<file path="src/source/hash_regs_config.svh">
`ifndef HASH_REGS_CONFIG_SVH
`define HASH_REGS_CONFIG_SVH

// --------------------------------------------------------------------------
// register map, byte offsets inside the 20 bit decode window
// --------------------------------------------------------------------------
`define HR_ADDR_CTRL        20'h00000  // global control, bit 0 enable
`define HR_ADDR_STATUS      20'h00004  // global status
`define HR_ADDR_DATE        20'h0000C  // build date word
`define HR_ADDR_SHA_CTRL    20'h00100  // sha-256 control, bit 0 reset
`define HR_ADDR_SHA_STATUS  20'h00104  // sha-256 status
`define HR_ADDR_SHA_PUSH    20'h0010C  // data push, two writes per entry
`define HR_ADDR_HASH_BASE   20'h00110  // eight hash words follow

// build stamp as 0xYYMMDDss, ss is the serial of that day
`define HR_BUILD_DATE       32'h16072801

// fifo capacity in 64 bit entries, keep it a multiple of 8
`define HR_FIFO_DEPTH       32

// sha control bits that clear themselves one cycle after the write
`define HR_ONESHOT_MASK     (32'h0000000F)

`endif
</file>
<file path="src/source/hash_regs_pkg.sv">
`default_nettype none

package hash_regs_pkg;

  // --------------------------------------------------------------------------
  // payload types
  // --------------------------------------------------------------------------
  typedef logic [31:0]  bus_word_t;   // system bus word
  typedef logic [63:0]  pair_t;       // two pushed words, one fifo entry
  typedef logic [511:0] block_t;      // eight entries, one message block
  typedef logic [255:0] digest_t;     // sha-256 result

  // global status word
  localparam int ST_ACTIVE = 0;       // register block enabled
  localparam int ST_SHA_EN = 4;       // sha domain out of reset

  // sha-256 status word
  localparam int SS_IDLE        = 0;  // link waits for a block
  localparam int SS_HASH_VALID  = 1;  // digest captured
  localparam int SS_EMPTY       = 4;  // fifo holds nothing
  localparam int SS_ALMOST_FULL = 5;  // one free slot or less
  localparam int SS_FULL        = 6;  // further pushes are dropped

endpackage

`default_nettype wire

</file>
<file path="src/source/word_push_if.sv">
`timescale 1ns/1ps
`default_nettype none

// 64 bit entries from the register file into the block fifo
interface word_push_if;
  import hash_regs_pkg::*;

  logic  push;         // one cycle strobe per entry
  pair_t pair;         // {second word, first word}
  logic  full;         // push is dropped while set
  logic  almost_full;
  logic  empty;

  modport writer (output push, output pair,
                  input  full, input almost_full, input empty);

  modport reader (input  push, input pair,
                  output full, output almost_full, output empty);

endinterface

`default_nettype wire

</file>
<file path="src/source/hash_regs_top.sv">
`timescale 1ns/1ps
`default_nettype none

module hash_regs_top (
  input  wire                            clk_100mhz,
  input  wire                            rstn_i,
  // system bus slave
  input  wire hash_regs_pkg::bus_word_t  sys_addr_i,
  input  wire hash_regs_pkg::bus_word_t  sys_wdata_i,
  input  wire [3:0]                      sys_sel_i,
  input  wire                            sys_wen_i,
  input  wire                            sys_ren_i,
  output wire hash_regs_pkg::bus_word_t  sys_rdata_o,
  output wire                            sys_err_o,
  output wire                            sys_ack_o,
  // external sha-256 engine
  output wire                            blk_req_o,
  output wire hash_regs_pkg::block_t     blk_data_o,
  input  wire                            blk_ack_i,
  input  wire                            hash_valid_i,
  input  wire hash_regs_pkg::digest_t    hash_i,
  output wire                            active_o
);
  import hash_regs_pkg::*;

  logic    sha_en_w;          // domain enable
  block_t  fifo_block_w;
  logic    block_avail_w;
  logic    pop_w;
  digest_t hash_words_w;      // captured digest
  logic    hash_valid_w;
  logic    idle_w;

  word_push_if u_push ();     // pairs into the fifo

  sys_regfile u_sys_regfile (
    .clk_100mhz   (clk_100mhz),
    .rstn_i       (rstn_i),
    .sys_addr_i   (sys_addr_i),
    .sys_wdata_i  (sys_wdata_i),
    .sys_sel_i    (sys_sel_i),
    .sys_wen_i    (sys_wen_i),
    .sys_ren_i    (sys_ren_i),
    .sys_rdata_o  (sys_rdata_o),
    .sys_err_o    (sys_err_o),
    .sys_ack_o    (sys_ack_o),
    .push_w       (u_push.writer),
    .sha_en_o     (sha_en_w),
    .active_o     (active_o),
    .idle_i       (idle_w),
    .hash_valid_i (hash_valid_w),
    .hash_words_i (hash_words_w)
  );

  block_fifo u_block_fifo (
    .clk_100mhz    (clk_100mhz),
    .sha_en_i      (sha_en_w),
    .push_r        (u_push.reader),
    .block_o       (fifo_block_w),
    .block_avail_o (block_avail_w),
    .pop_i         (pop_w)
  );

  engine_link u_engine_link (
    .clk_100mhz    (clk_100mhz),
    .sha_en_i      (sha_en_w),
    .block_i       (fifo_block_w),
    .block_avail_i (block_avail_w),
    .pop_o         (pop_w),
    .blk_req_o     (blk_req_o),
    .blk_data_o    (blk_data_o),
    .blk_ack_i     (blk_ack_i),
    .hash_valid_i  (hash_valid_i),
    .hash_i        (hash_i),
    .hash_words_o  (hash_words_w),
    .hash_valid_o  (hash_valid_w),
    .idle_o        (idle_w)
  );

endmodule

`default_nettype wire

</file>
<file path="src/source/engine_link.sv">
`timescale 1ns/1ps
`default_nettype none

module engine_link (
  input  wire                           clk_100mhz,
  input  wire                           sha_en_i,       // low holds the link in reset
  // fifo side
  input  wire hash_regs_pkg::block_t    block_i,
  input  wire                           block_avail_i,
  output logic                          pop_o,
  // external sha-256 engine
  output logic                          blk_req_o,
  output hash_regs_pkg::block_t         blk_data_o,     // stable while blk_req_o
  input  wire                           blk_ack_i,
  input  wire                           hash_valid_i,
  input  wire hash_regs_pkg::digest_t   hash_i,
  // register file side
  output hash_regs_pkg::digest_t        hash_words_o,
  output logic                          hash_valid_o,   // sticky until domain reset
  output logic                          idle_o
);
  import hash_regs_pkg::*;

  typedef enum logic {
    LINK_IDLE,
    LINK_REQ
  } link_state_t;

  link_state_t state_q;
  logic        start_w;                                 // request about to rise
  logic        hash_valid_d;

  // new request only once the previous ack has gone low
  assign start_w = sha_en_i && (state_q == LINK_IDLE) && block_avail_i && !blk_ack_i;

  // --------------------------------------------------------------------------
  // four-phase requester
  // --------------------------------------------------------------------------
  always_ff @(posedge clk_100mhz) begin
    if (!sha_en_i) begin
      state_q <= LINK_IDLE;
    end else begin
      case (state_q)
        LINK_IDLE: if (start_w)   state_q <= LINK_REQ;
        LINK_REQ:  if (blk_ack_i) state_q <= LINK_IDLE;  // req falls, block popped
        default:                  state_q <= LINK_IDLE;
      endcase
    end
  end

  always_ff @(posedge clk_100mhz) begin
    if (start_w) begin
      blk_data_o <= block_i;                            // frozen for the whole request
    end
  end

  assign blk_req_o = (state_q == LINK_REQ);
  assign pop_o     = (state_q == LINK_REQ) & blk_ack_i;
  assign idle_o    = (state_q == LINK_IDLE);

  // --------------------------------------------------------------------------
  // digest capture on the rising edge of hash_valid_i
  // --------------------------------------------------------------------------
  always_ff @(posedge clk_100mhz) begin
    if (!sha_en_i) begin
      hash_valid_d <= 1'b0;
      hash_valid_o <= 1'b0;
      hash_words_o <= '0;
    end else begin
      hash_valid_d <= hash_valid_i;
      if (hash_valid_i && !hash_valid_d) begin
        hash_words_o <= hash_i;
        hash_valid_o <= 1'b1;
      end
    end
  end

endmodule

`default_nettype wire

</file>
<file path="src/source/block_fifo.sv">
`timescale 1ns/1ps
`default_nettype none
`include "hash_regs_config.svh"

module block_fifo (
  input  wire                    clk_100mhz,
  input  wire                    sha_en_i,        // low holds the fifo in reset
  word_push_if.reader            push_r,
  output hash_regs_pkg::block_t  block_o,         // oldest eight entries
  output logic                   block_avail_o,   // eight or more stored
  input  wire                    pop_i            // drop one block at once
);
  import hash_regs_pkg::*;

  localparam int DEPTH = `HR_FIFO_DEPTH;
  localparam int AW    = $clog2(DEPTH);
  localparam int CW    = $clog2(DEPTH + 1);

  pair_t         mem [DEPTH];                      // entry store
  logic [AW-1:0] wr_ptr_q;
  logic [AW-1:0] rd_ptr_q;                         // stays on a block boundary
  logic [CW-1:0] count_q;
  logic          push_ok_w;
  logic          pop_ok_w;

  assign push_ok_w = push_r.push & ~push_r.full;   // full drops the push
  assign pop_ok_w  = pop_i & block_avail_o;

  always_ff @(posedge clk_100mhz) begin
    if (push_ok_w) begin
      mem[wr_ptr_q] <= push_r.pair;
    end
  end

  // --------------------------------------------------------------------------
  // pointers and fill count
  // --------------------------------------------------------------------------
  always_ff @(posedge clk_100mhz) begin
    if (!sha_en_i) begin
      wr_ptr_q <= '0;
      rd_ptr_q <= '0;
      count_q  <= '0;
    end else begin
      if (push_ok_w) begin
        wr_ptr_q <= (wr_ptr_q == AW'(DEPTH - 1)) ? '0 : wr_ptr_q + 1'b1;
      end
      if (pop_ok_w) begin
        rd_ptr_q <= (rd_ptr_q == AW'(DEPTH - 8)) ? '0 : rd_ptr_q + AW'(8);
      end
      count_q <= count_q + CW'(push_ok_w) - (pop_ok_w ? CW'(8) : CW'(0));
    end
  end

  // entry n of the block sits at bits 64n upward, no wrap inside a block
  always_comb begin
    for (int n = 0; n < 8; n++) begin
      block_o[64*n +: 64] = mem[rd_ptr_q + AW'(n)];
    end
  end

  // fill flags
  assign push_r.full        = (count_q == CW'(DEPTH));
  assign push_r.almost_full = (count_q >= CW'(DEPTH - 1));
  assign push_r.empty       = (count_q == '0);
  assign block_avail_o      = (count_q >= CW'(8));

endmodule

`default_nettype wire

</file>
<file path="src/source/sys_regfile.sv">
`timescale 1ns/1ps
`default_nettype none
`include "hash_regs_config.svh"

module sys_regfile (
  input  wire                            clk_100mhz,
  input  wire                            rstn_i,        // sync, active low
  // system bus slave
  input  wire hash_regs_pkg::bus_word_t  sys_addr_i,
  input  wire hash_regs_pkg::bus_word_t  sys_wdata_i,
  input  wire [3:0]                      sys_sel_i,     // write byte lanes
  input  wire                            sys_wen_i,
  input  wire                            sys_ren_i,
  output hash_regs_pkg::bus_word_t       sys_rdata_o,
  output logic                           sys_err_o,
  output logic                           sys_ack_o,
  // towards the fifo
  word_push_if.writer                    push_w,
  // domain control and engine side status
  output logic                           sha_en_o,      // low holds fifo and link in reset
  output logic                           active_o,
  input  wire                            idle_i,
  input  wire                            hash_valid_i,
  input  wire hash_regs_pkg::digest_t    hash_words_i
);
  import hash_regs_pkg::*;

  localparam int CTRL_ENABLE    = 0;   // global enable
  localparam int SHA_CTRL_RESET = 0;   // one-shot sha reset

  logic [19:0] addr_w;                 // decode window
  logic [19:0] hash_off_w;             // distance from the first hash word
  bus_word_t   wmask_w;
  bus_word_t   wbits_w;                // write data, lanes applied
  logic        wr_ctrl_w;
  logic        wr_sha_ctrl_w;
  logic        wr_push_w;
  bus_word_t   ctrl_q;
  bus_word_t   sha_ctrl_q;
  bus_word_t   status_w;
  bus_word_t   sha_status_w;
  bus_word_t   rd_mux_w;
  logic        pair_hi_q;              // next push fills the high half
  logic        push_q;
  bus_word_t   pair_lo_q;
  pair_t       pair_q;

  // --------------------------------------------------------------------------
  // address decode
  // --------------------------------------------------------------------------
  assign addr_w     = sys_addr_i[19:0];
  assign hash_off_w = addr_w - `HR_ADDR_HASH_BASE;
  assign wmask_w    = {{8{sys_sel_i[3]}}, {8{sys_sel_i[2]}},
                       {8{sys_sel_i[1]}}, {8{sys_sel_i[0]}}};
  assign wbits_w    = sys_wdata_i & wmask_w;

  assign wr_ctrl_w     = sys_wen_i && (addr_w == `HR_ADDR_CTRL);
  assign wr_sha_ctrl_w = sys_wen_i && (addr_w == `HR_ADDR_SHA_CTRL);
  assign wr_push_w     = sys_wen_i && (addr_w == `HR_ADDR_SHA_PUSH);

  // --------------------------------------------------------------------------
  // control registers, pairing and domain enable
  // --------------------------------------------------------------------------
  always_ff @(posedge clk_100mhz) begin
    if (!rstn_i) begin
      ctrl_q     <= '0;
      sha_ctrl_q <= '0;
      pair_hi_q  <= 1'b0;
      push_q     <= 1'b0;
      sys_ack_o  <= 1'b0;
      active_o   <= 1'b0;
      sha_en_o   <= 1'b0;
    end else begin
      sys_ack_o  <= sys_wen_i | sys_ren_i;             // one cycle after the request
      push_q     <= 1'b0;
      sha_ctrl_q <= sha_ctrl_q & ~`HR_ONESHOT_MASK;   // one-shots fall back
      if (wr_ctrl_w) begin
        ctrl_q <= (ctrl_q & ~wmask_w) | wbits_w;
      end
      if (wr_sha_ctrl_w) begin
        sha_ctrl_q <= (sha_ctrl_q & ~wmask_w) | wbits_w;
        if (wbits_w[SHA_CTRL_RESET]) begin
          pair_hi_q <= 1'b0;                           // restart pairing too
        end
      end
      if (wr_push_w) begin
        pair_hi_q <= ~pair_hi_q;
        push_q    <= pair_hi_q;                        // second word completes the entry
      end
      active_o <= ctrl_q[CTRL_ENABLE];
      sha_en_o <= ctrl_q[CTRL_ENABLE] & ~sha_ctrl_q[SHA_CTRL_RESET];
    end
  end

  // pair payload and read data
  always_ff @(posedge clk_100mhz) begin
    if (wr_push_w && !pair_hi_q) begin
      pair_lo_q <= sys_wdata_i;
    end
    if (wr_push_w && pair_hi_q) begin
      pair_q <= {sys_wdata_i, pair_lo_q};
    end
    sys_rdata_o <= sys_ren_i ? rd_mux_w : '0;
  end

  assign push_w.push = push_q;
  assign push_w.pair = pair_q;
  assign sys_err_o   = 1'b0;                           // bus never signals errors

  // --------------------------------------------------------------------------
  // status words and read mux
  // --------------------------------------------------------------------------
  always_comb begin
    status_w            = '0;
    status_w[ST_ACTIVE] = active_o;
    status_w[ST_SHA_EN] = sha_en_o;
  end

  always_comb begin
    sha_status_w                 = '0;
    sha_status_w[SS_IDLE]        = idle_i;
    sha_status_w[SS_HASH_VALID]  = hash_valid_i;
    sha_status_w[SS_EMPTY]       = push_w.empty;
    sha_status_w[SS_ALMOST_FULL] = push_w.almost_full;
    sha_status_w[SS_FULL]        = push_w.full;
  end

  always_comb begin
    rd_mux_w = '0;                                     // unmapped reads give zero
    case (addr_w)
      `HR_ADDR_CTRL:       rd_mux_w = ctrl_q;
      `HR_ADDR_STATUS:     rd_mux_w = status_w;
      `HR_ADDR_DATE:       rd_mux_w = `HR_BUILD_DATE;
      `HR_ADDR_SHA_CTRL:   rd_mux_w = sha_ctrl_q;
      `HR_ADDR_SHA_STATUS: rd_mux_w = sha_status_w;
      default: begin
        // eight hash words, word k holds digest bits 32k upward
        if (hash_off_w[19:5] == '0) begin
          rd_mux_w = hash_words_i[{hash_off_w[4:2], 5'd0} +: 32];
        end
      end
    endcase
  end

endmodule

`default_nettype wire

</file>
<file path="config.mk">
export PLATFORM = sky130hd
export DESIGN_NAME = hash_regs_top
export DESIGN_NICKNAME = d
export VERILOG_FILES = /design/src/source/hash_regs_pkg.sv /design/src/source/word_push_if.sv /design/src/source/hash_regs_top.sv /design/src/source/engine_link.sv /design/src/source/block_fifo.sv /design/src/source/sys_regfile.sv
export VERILOG_INCLUDE_DIRS = /design/src /design/src/source
export SDC_FILE = /design/constraint.sdc
export NUM_CORES = 2
export LEC_CHECK = 0
export ABC_CLOCK_PERIOD_IN_PS = 87600
export BUFFER_PORTS_ARGS = -buffer_cell sky130_fd_sc_hd__buf_2
export CAP_MARGIN = 20
export CORE_UTILIZATION = 58
export CTS_CLUSTER_DIAMETER = 40
export CTS_CLUSTER_SIZE = 10
export DETAILED_ROUTE_END_ITERATION = 16
export PLACE_DENSITY = 0.78
export SETUP_SLACK_MARGIN = 0.5
export SLEW_MARGIN = 20
export SYNTH_ARGS = -nofsm -noshare
export SYNTH_HDL_FRONTEND = slang
export SYNTH_SLANG_ARGS = --single-unit
</file>
<file path="constraint.sdc">
create_clock -name clk_100mhz -period 87.6 [get_ports clk_100mhz]
set_input_delay 0 -clock clk_100mhz [delete_from_list [all_inputs] [get_ports clk_100mhz]]
set_output_delay 0 -clock clk_100mhz [all_outputs]
set_load 0.01 [all_outputs]
</file>
=== Word-level counts from Yosys, hierarchy flattened ===
Memories as Yosys holds them, arrays and structs flattened. A register that Yosys moved wholly into a read port is not among the register bits.
Cells that the tools add are included.

* Input bits: 330
* Memories kept: 1
* Output and inout port bits: 548
* Flip-flop bits (word level): 472
* Bits in writable memories: 2048

* Multiplexer cells: 13
* Magnitude comparators: 2
* Reduce and logical (&&, ||, !) cells: 20
* Bitwise gates (word level): 15
* Eq/ne operators: 8
* $add $sub $neg: 12
* Shift operators: 1

{| class="wikitable"
|+ Memory list
! memory !! depth !! width !! read ports !! clocked after memory_dff !! write ports !! RTL line !! text
|-
| u_block_fifo.mem || 32 || 64 || 8 || 8 || 1 || block_fifo.sv:19 || <nowiki>pair_t mem [DEPTH];</nowiki>
|}

{| class="wikitable"
|+ Operators with widths
! cell !! number
|-
| indexed part select 256 x 9 -> 32 bit || 1
|-
| case mux 32 bit (5 select lines) || 1
|-
| bitwise AND 32 bit || 3
|-
| bitwise OR 32 bit || 2
|-
| == test 20 x 9 -> 1 bit, second input constant || 3
|-
| 2-to-1 mux 32 bit || 1
|-
| NOT 32 bit || 1
|-
| adder 5 x 3 -> 5 bit, second input constant || 4
|-
| == test 20 x 3 -> 1 bit, second input constant || 1
|-
| == test 20 x 4 -> 1 bit, second input constant || 1
|-
| zero test 20 bit || 1
|-
| subtractor 20 x 9 -> 20 bit, second input constant || 1
|-
| zero test 15 bit || 1
|-
| adder 5 x 1 -> 5 bit, second input constant || 2
|-
| adder 5 x 2 -> 5 bit, second input constant || 2
|-
| == test 5 bit, second input constant || 2
|-
| 2-to-1 mux 5 bit || 2
|-
| logical AND 1 bit || 9
|-
| 2-to-1 mux 1 bit || 7
|-
| adder 6 x 1 -> 6 bit || 1
|-
| == test 6 bit, second input constant || 1
|-
| greater-or-equal comparator 6 x 4 -> 1 bit, second input constant || 1
|-
| greater-or-equal comparator 6 x 5 -> 1 bit, second input constant || 1
|-
| zero test 6 bit || 1
|-
| 10 further kinds || 21
|}

=== Longest topological paths before layout ===
* Word-level depth: 6
* Gate-level depth with buffers: 12
* Gate-level depth less buffers: 12

=== By module ===
A second synthesis with hierarchy kept.

* Cells, all modules: 12179
* Area total of the unflattened synthesis: 196551.0 um^2

{| class="wikitable"
|+ By module, submodules not included
! module !! cells an instance !! times used !! sequential area each (um^2) !! area an instance (um^2)
|-
| block_fifo || 9876 || 1 || 61919.4 || 161668.8
|-
| engine_link || 1633 || 1 || 20559.7 || 25673.4
|-
| sys_regfile || 670 || 1 || 4904.7 || 9208.8
|}

=== Worst setup path before layout ===
OpenSTA, ideal clock, no wires.

* Path kind: reg2reg
* From: register u_block_fifo.count_q[4]
* To: register u_engine_link.blk_data_o[0] (read register of u_block_fifo.mem) (enable)
* Period minus slack after synthesis: 37092 ps
* Required time: 85582 ps
* Cell stages (with the launch flop): 5
* Data arrival time: 35074 ps
* Setup slack: 50508 ps
* Cells stage by stage: dfxtp_1 -> inv_1 -> ha_1 -> nor2b_1 -> nor3_1

* Longest elaborated chain between the ends: 3

{| class="wikitable"
|+ Ends and longest elaborated chain
! item !! RTL line !! text
|-
| from (decl) || block_fifo.sv:22 || <nowiki>logic [CW-1:0] count_q;</nowiki>
|-
| from (signal assigned) || block_fifo.sv:50 || <nowiki>count_q <= count_q + CW'(push_ok_w) - (pop_ok_w ? CW'(8) : CW'(0));</nowiki>
|-
| greater-or-equal comparator 6 x 4 -> 1 bit || block_fifo.sv:65 || <nowiki>assign block_avail_o = (count_q >= CW'(8));</nowiki>
|-
| logical AND 1 bit (2 in a row) || engine_link.sv:34 || <nowiki>assign start_w = sha_en_i && (state_q == LINK_IDLE) && block_avail_i && !blk_ack_i;</nowiki>
|-
| named net u_engine_link.start_w || engine_link.sv:30 || <nowiki>logic start_w;</nowiki>
|-
| to (decl) || engine_link.sv:13 || <nowiki>output hash_regs_pkg::block_t blk_data_o,</nowiki>
|}

The timed path passes the listed nets, and every way through them passes these cells.
A chain may end at the register's enable or synchronous reset.

=== Worst setup path in the final report ===
* From: register u_sys_regfile.sha_en_o
* To: register u_engine_link.blk_data_o[48] (read register of u_block_fifo.mem) (enable)

* Longest elaborated chain between the ends: 3

{| class="wikitable"
|+ Ends and longest elaborated chain
! item !! RTL line !! text
|-
| from (decl) || sys_regfile.sv:20 || <nowiki>output logic sha_en_o,</nowiki>
|-
| from (signal assigned) || sys_regfile.sv:91 || <nowiki>sha_en_o <= ctrl_q[CTRL_ENABLE] & ~sha_ctrl_q[SHA_CTRL_RESET];</nowiki>
|-
| logical AND 1 bit (3 in a row) || engine_link.sv:34 ||
|-
| named net u_engine_link.start_w || engine_link.sv:30 ||
|}

The timed path passes the listed nets, and every way through them passes these cells.

==> impl_metrics.yaml <==
run_status:
  status: "finished, final reports clean"
synthesis:
  seq_area_frac_synth_pct: 80.42
  yosysWarnings: 0
  synth-edff-count: 2656
  synth.distinct_cells: 53
  ys_ff_latch: 3029
  synthTopCellsByArea: "edfxtp_1 (74%), mux4_2 (12%), dfxtp_1 (6.9%)"
  synth_top_area_cell: "edfxtp_1"
  synth.avg_cell_area_um2: 21.34
  ys_async_sr_fraction_pct: 0
  synth_common_cells: "edfxtp_1 (2656), mux4_2 (576), nand2_1 (527)"
  syn_nets: 5431
  synthCells: 5083
  ys.flop_type: "edfxtp_1"
  synth_top_area_share_pct: 73.54
  synth_area_um2: 108500
  yosysMostFrequentCell: "edfxtp_1"
setup_path:
  crit_family: "buffers and inverters"
  r2r_cells: 5
  cp.depth: 5
  max_stage_delay_ns: 0.92
  critPathMaxFanout: 151
  crit_path_start_kind: "flop"
  reg2reg_setup_slack_ns: 83.19
  crit_chain: "nand2b_1 -> nor3_2 -> buf_12 -> buf_4 -> buf_4"
  r2r-start: "u_sys_regfile.sha_en_o"
  end_kind: "flop"
  path_class: "reg -> reg"
  cpMaxStageDelayCell: "buf_4"
  arrival_ns: 4.96
  critical_path_buf_inv_count: 3
  startpoint: "u_sys_regfile.sha_en_o"
  cpMostUsedCell: "buf_4"
  required_ns: 88.16
clocking:
  insertion_delay_ns: 1.00
  clk_path_buf_depth: 4
  cts_num_sinks: 3029
  tritoncts: "built"
  cts_setup_buffers: 0
  cts_hold_buf: 656
  cts-resized-gates: 0
  cts.clk_slew.worst_paths_ns: 0.06
  cts_made_buffers: 396
  cts.htree.levels: 5
  clock-root-buffer: "clkbuf_16"
floorplanning:
  fp.dieH_um: 434.4
  die_w_um: 434.4
  fp.dieArea_um2: 188700
  start_util_pct: 58.42
  top_level_ports: 878
  row_count: 158
  coreArea_um2: 185600
detailed_routing:
  vias: 63750
  route.detailed.drc: 0
  firstDrtPassIters: 8
  wirelength_um: 364100
  vias_per_cell: 6.655
  wl_per_cell_um: 38.01
  first_iter_violations: 9334
  drtAntennaViolNets: 0
timing:
  totalNegativeSetupSlack_ns: 0
  rsz0062_at_grt: "no"
  fmax_mhz: 226.8
  hold_viol_final: 0
  drv_slew: 0
  fin_crit_sh_pct: 5.033
  relSlewSlack_pct: 18.37
  skew_ns: 0.06984
  tightest_slew_ns: 1.222
  setup_violations: 0
  finalCriticalPeriod_ns: 4.409
grt:
  antenna_found_initial: 45
  grt-ovfl-total: 0
  grt_max_degree: 219
  track_usage_pct: 37.90
  grt_pass1_wl_um: 488600
  grt_pass1_vias: 64450
power_and_ir_drop:
  power_w: 0.003112
  vdd_drop_max_v: 0.00001734
  leakage_nw: 44.55
  p_per_area_nw_per_um2: 23.07
finish:
  fillers: 9677
  multi_input_area_um2: 20470
  finalNetCount: 7247
  regArea_um2: 87230
  final_util_pct: 72.69
  area_growth_pct: 24.41
  fin_area_um2: 134900
  drive_gt1_share_pct: 30.44
placed_design:
  gp_congestion: 0.8806
  place.detailed.hpwl_um: 178000
  placed_area_um2: 116400
  port_buffers: 864
worst_hold_path:
  hold_class: "in -> reg"
  min_from: "sys_wdata_i[21]"
  hold_depth: 2
run:
  maxCapViolCount: 0
[routing by layer]
| metal | track usage (%) | up-vias | wire length (µm) |
|---|---|---|---|
| met4 | 29.53 | 8 | 33850 |
| met3 | 7.790 | 1366 | 39580 |
| met5 | 0 | - | 46 |
| met2 | 61.97 | 6102 | 177700 |
| li1 | - | 24010 | - |
| met1 | 44.12 | 32260 | 112900 |
[logic make-up after synthesis]
family	share of synthesized area, %
flops	80.42
other cells	0.003458
simple gates	2.918
buf+inv	0.9714
compound gates	2.450
fa+ha+maj	0.2077
xor+xnor	0.05653
mux	12.97
[metrics by stage]
stage / worst slack, ns / cells / hold slack (ns)
finish: 83.19 / 9579 / 0.05160
global route: 82.89 / 9573 / 0.02569
CTS: 83.10 / 9542 / 0.003136
detailed placement: 83.22 / 8320 / 0.2489
global placement: 83.21 / 8315 / 0.2463
floorplan: 50.51 / 5083 / 0.09887
[worst paths after layout]
path | endpoint
worst max register to register | u_engine_link.blk_data_o[48]
worst max-delay path | u_engine_link.blk_data_o[48]
worst min-delay path | u_sys_regfile.pair_lo_q[21]
worst min register to register | u_sys_regfile.push_w.pair[3]
[where the power goes]
part	leakage (nW)	internal [W]	total, W	switching (W)
Clock	5.73	0.000916	0.00151	0.000599
Combinational	11.9	0.0000274	0.0000501	0.0000227
Sequential	26.9	0.00155	0.00155	0.0000000134
[registers in the layout, indices dropped and copies added, names as in the netlist, 32 cells and up]
signal	cells
u_block_fifo.mem	2048
u_engine_link.blk_data_o	512
u_engine_link.hash_words_o	256
u_sys_regfile.ctrl_q	32
u_sys_regfile.pair_lo_q	32
u_sys_regfile.push_w.pair	64
u_sys_regfile.sha_ctrl_q	32
u_sys_regfile.sys_rdata_o	32
[cell usage in the layout, fill, tap and decap left out, drive strengths merged, types with 13 or more instances in the layout]
cell type and n:
clkinv 47, nor2b 69, bufinv 26, nor2 42, dfxtp 373, o32ai 32, a21boi 260, dlygate4sd3 656
nor3 13, clkbuf 470, buf 1019, ha 18, a22oi 21, mux4 576, mux2i 108, nand2 527
diode 32, inv 32, edfxtp 2656
[cell type report]
| type | instances | area share (%) |
|---|---|---|
| flip-flops and latches | 3029 | 64.65 |
| well taps | 2480 | 2.300 |
| clock inverters | 96 | 0.9004 |
| inverters | 17 | 0.04729 |
| repair buffers | 1675 | 9.074 |
| clock buffers | 470 | 7.797 |
| multi-input cells | 1780 | 15.17 |
| diodes | 32 | 0.05935 |
(Power assumes the default switching activity.)
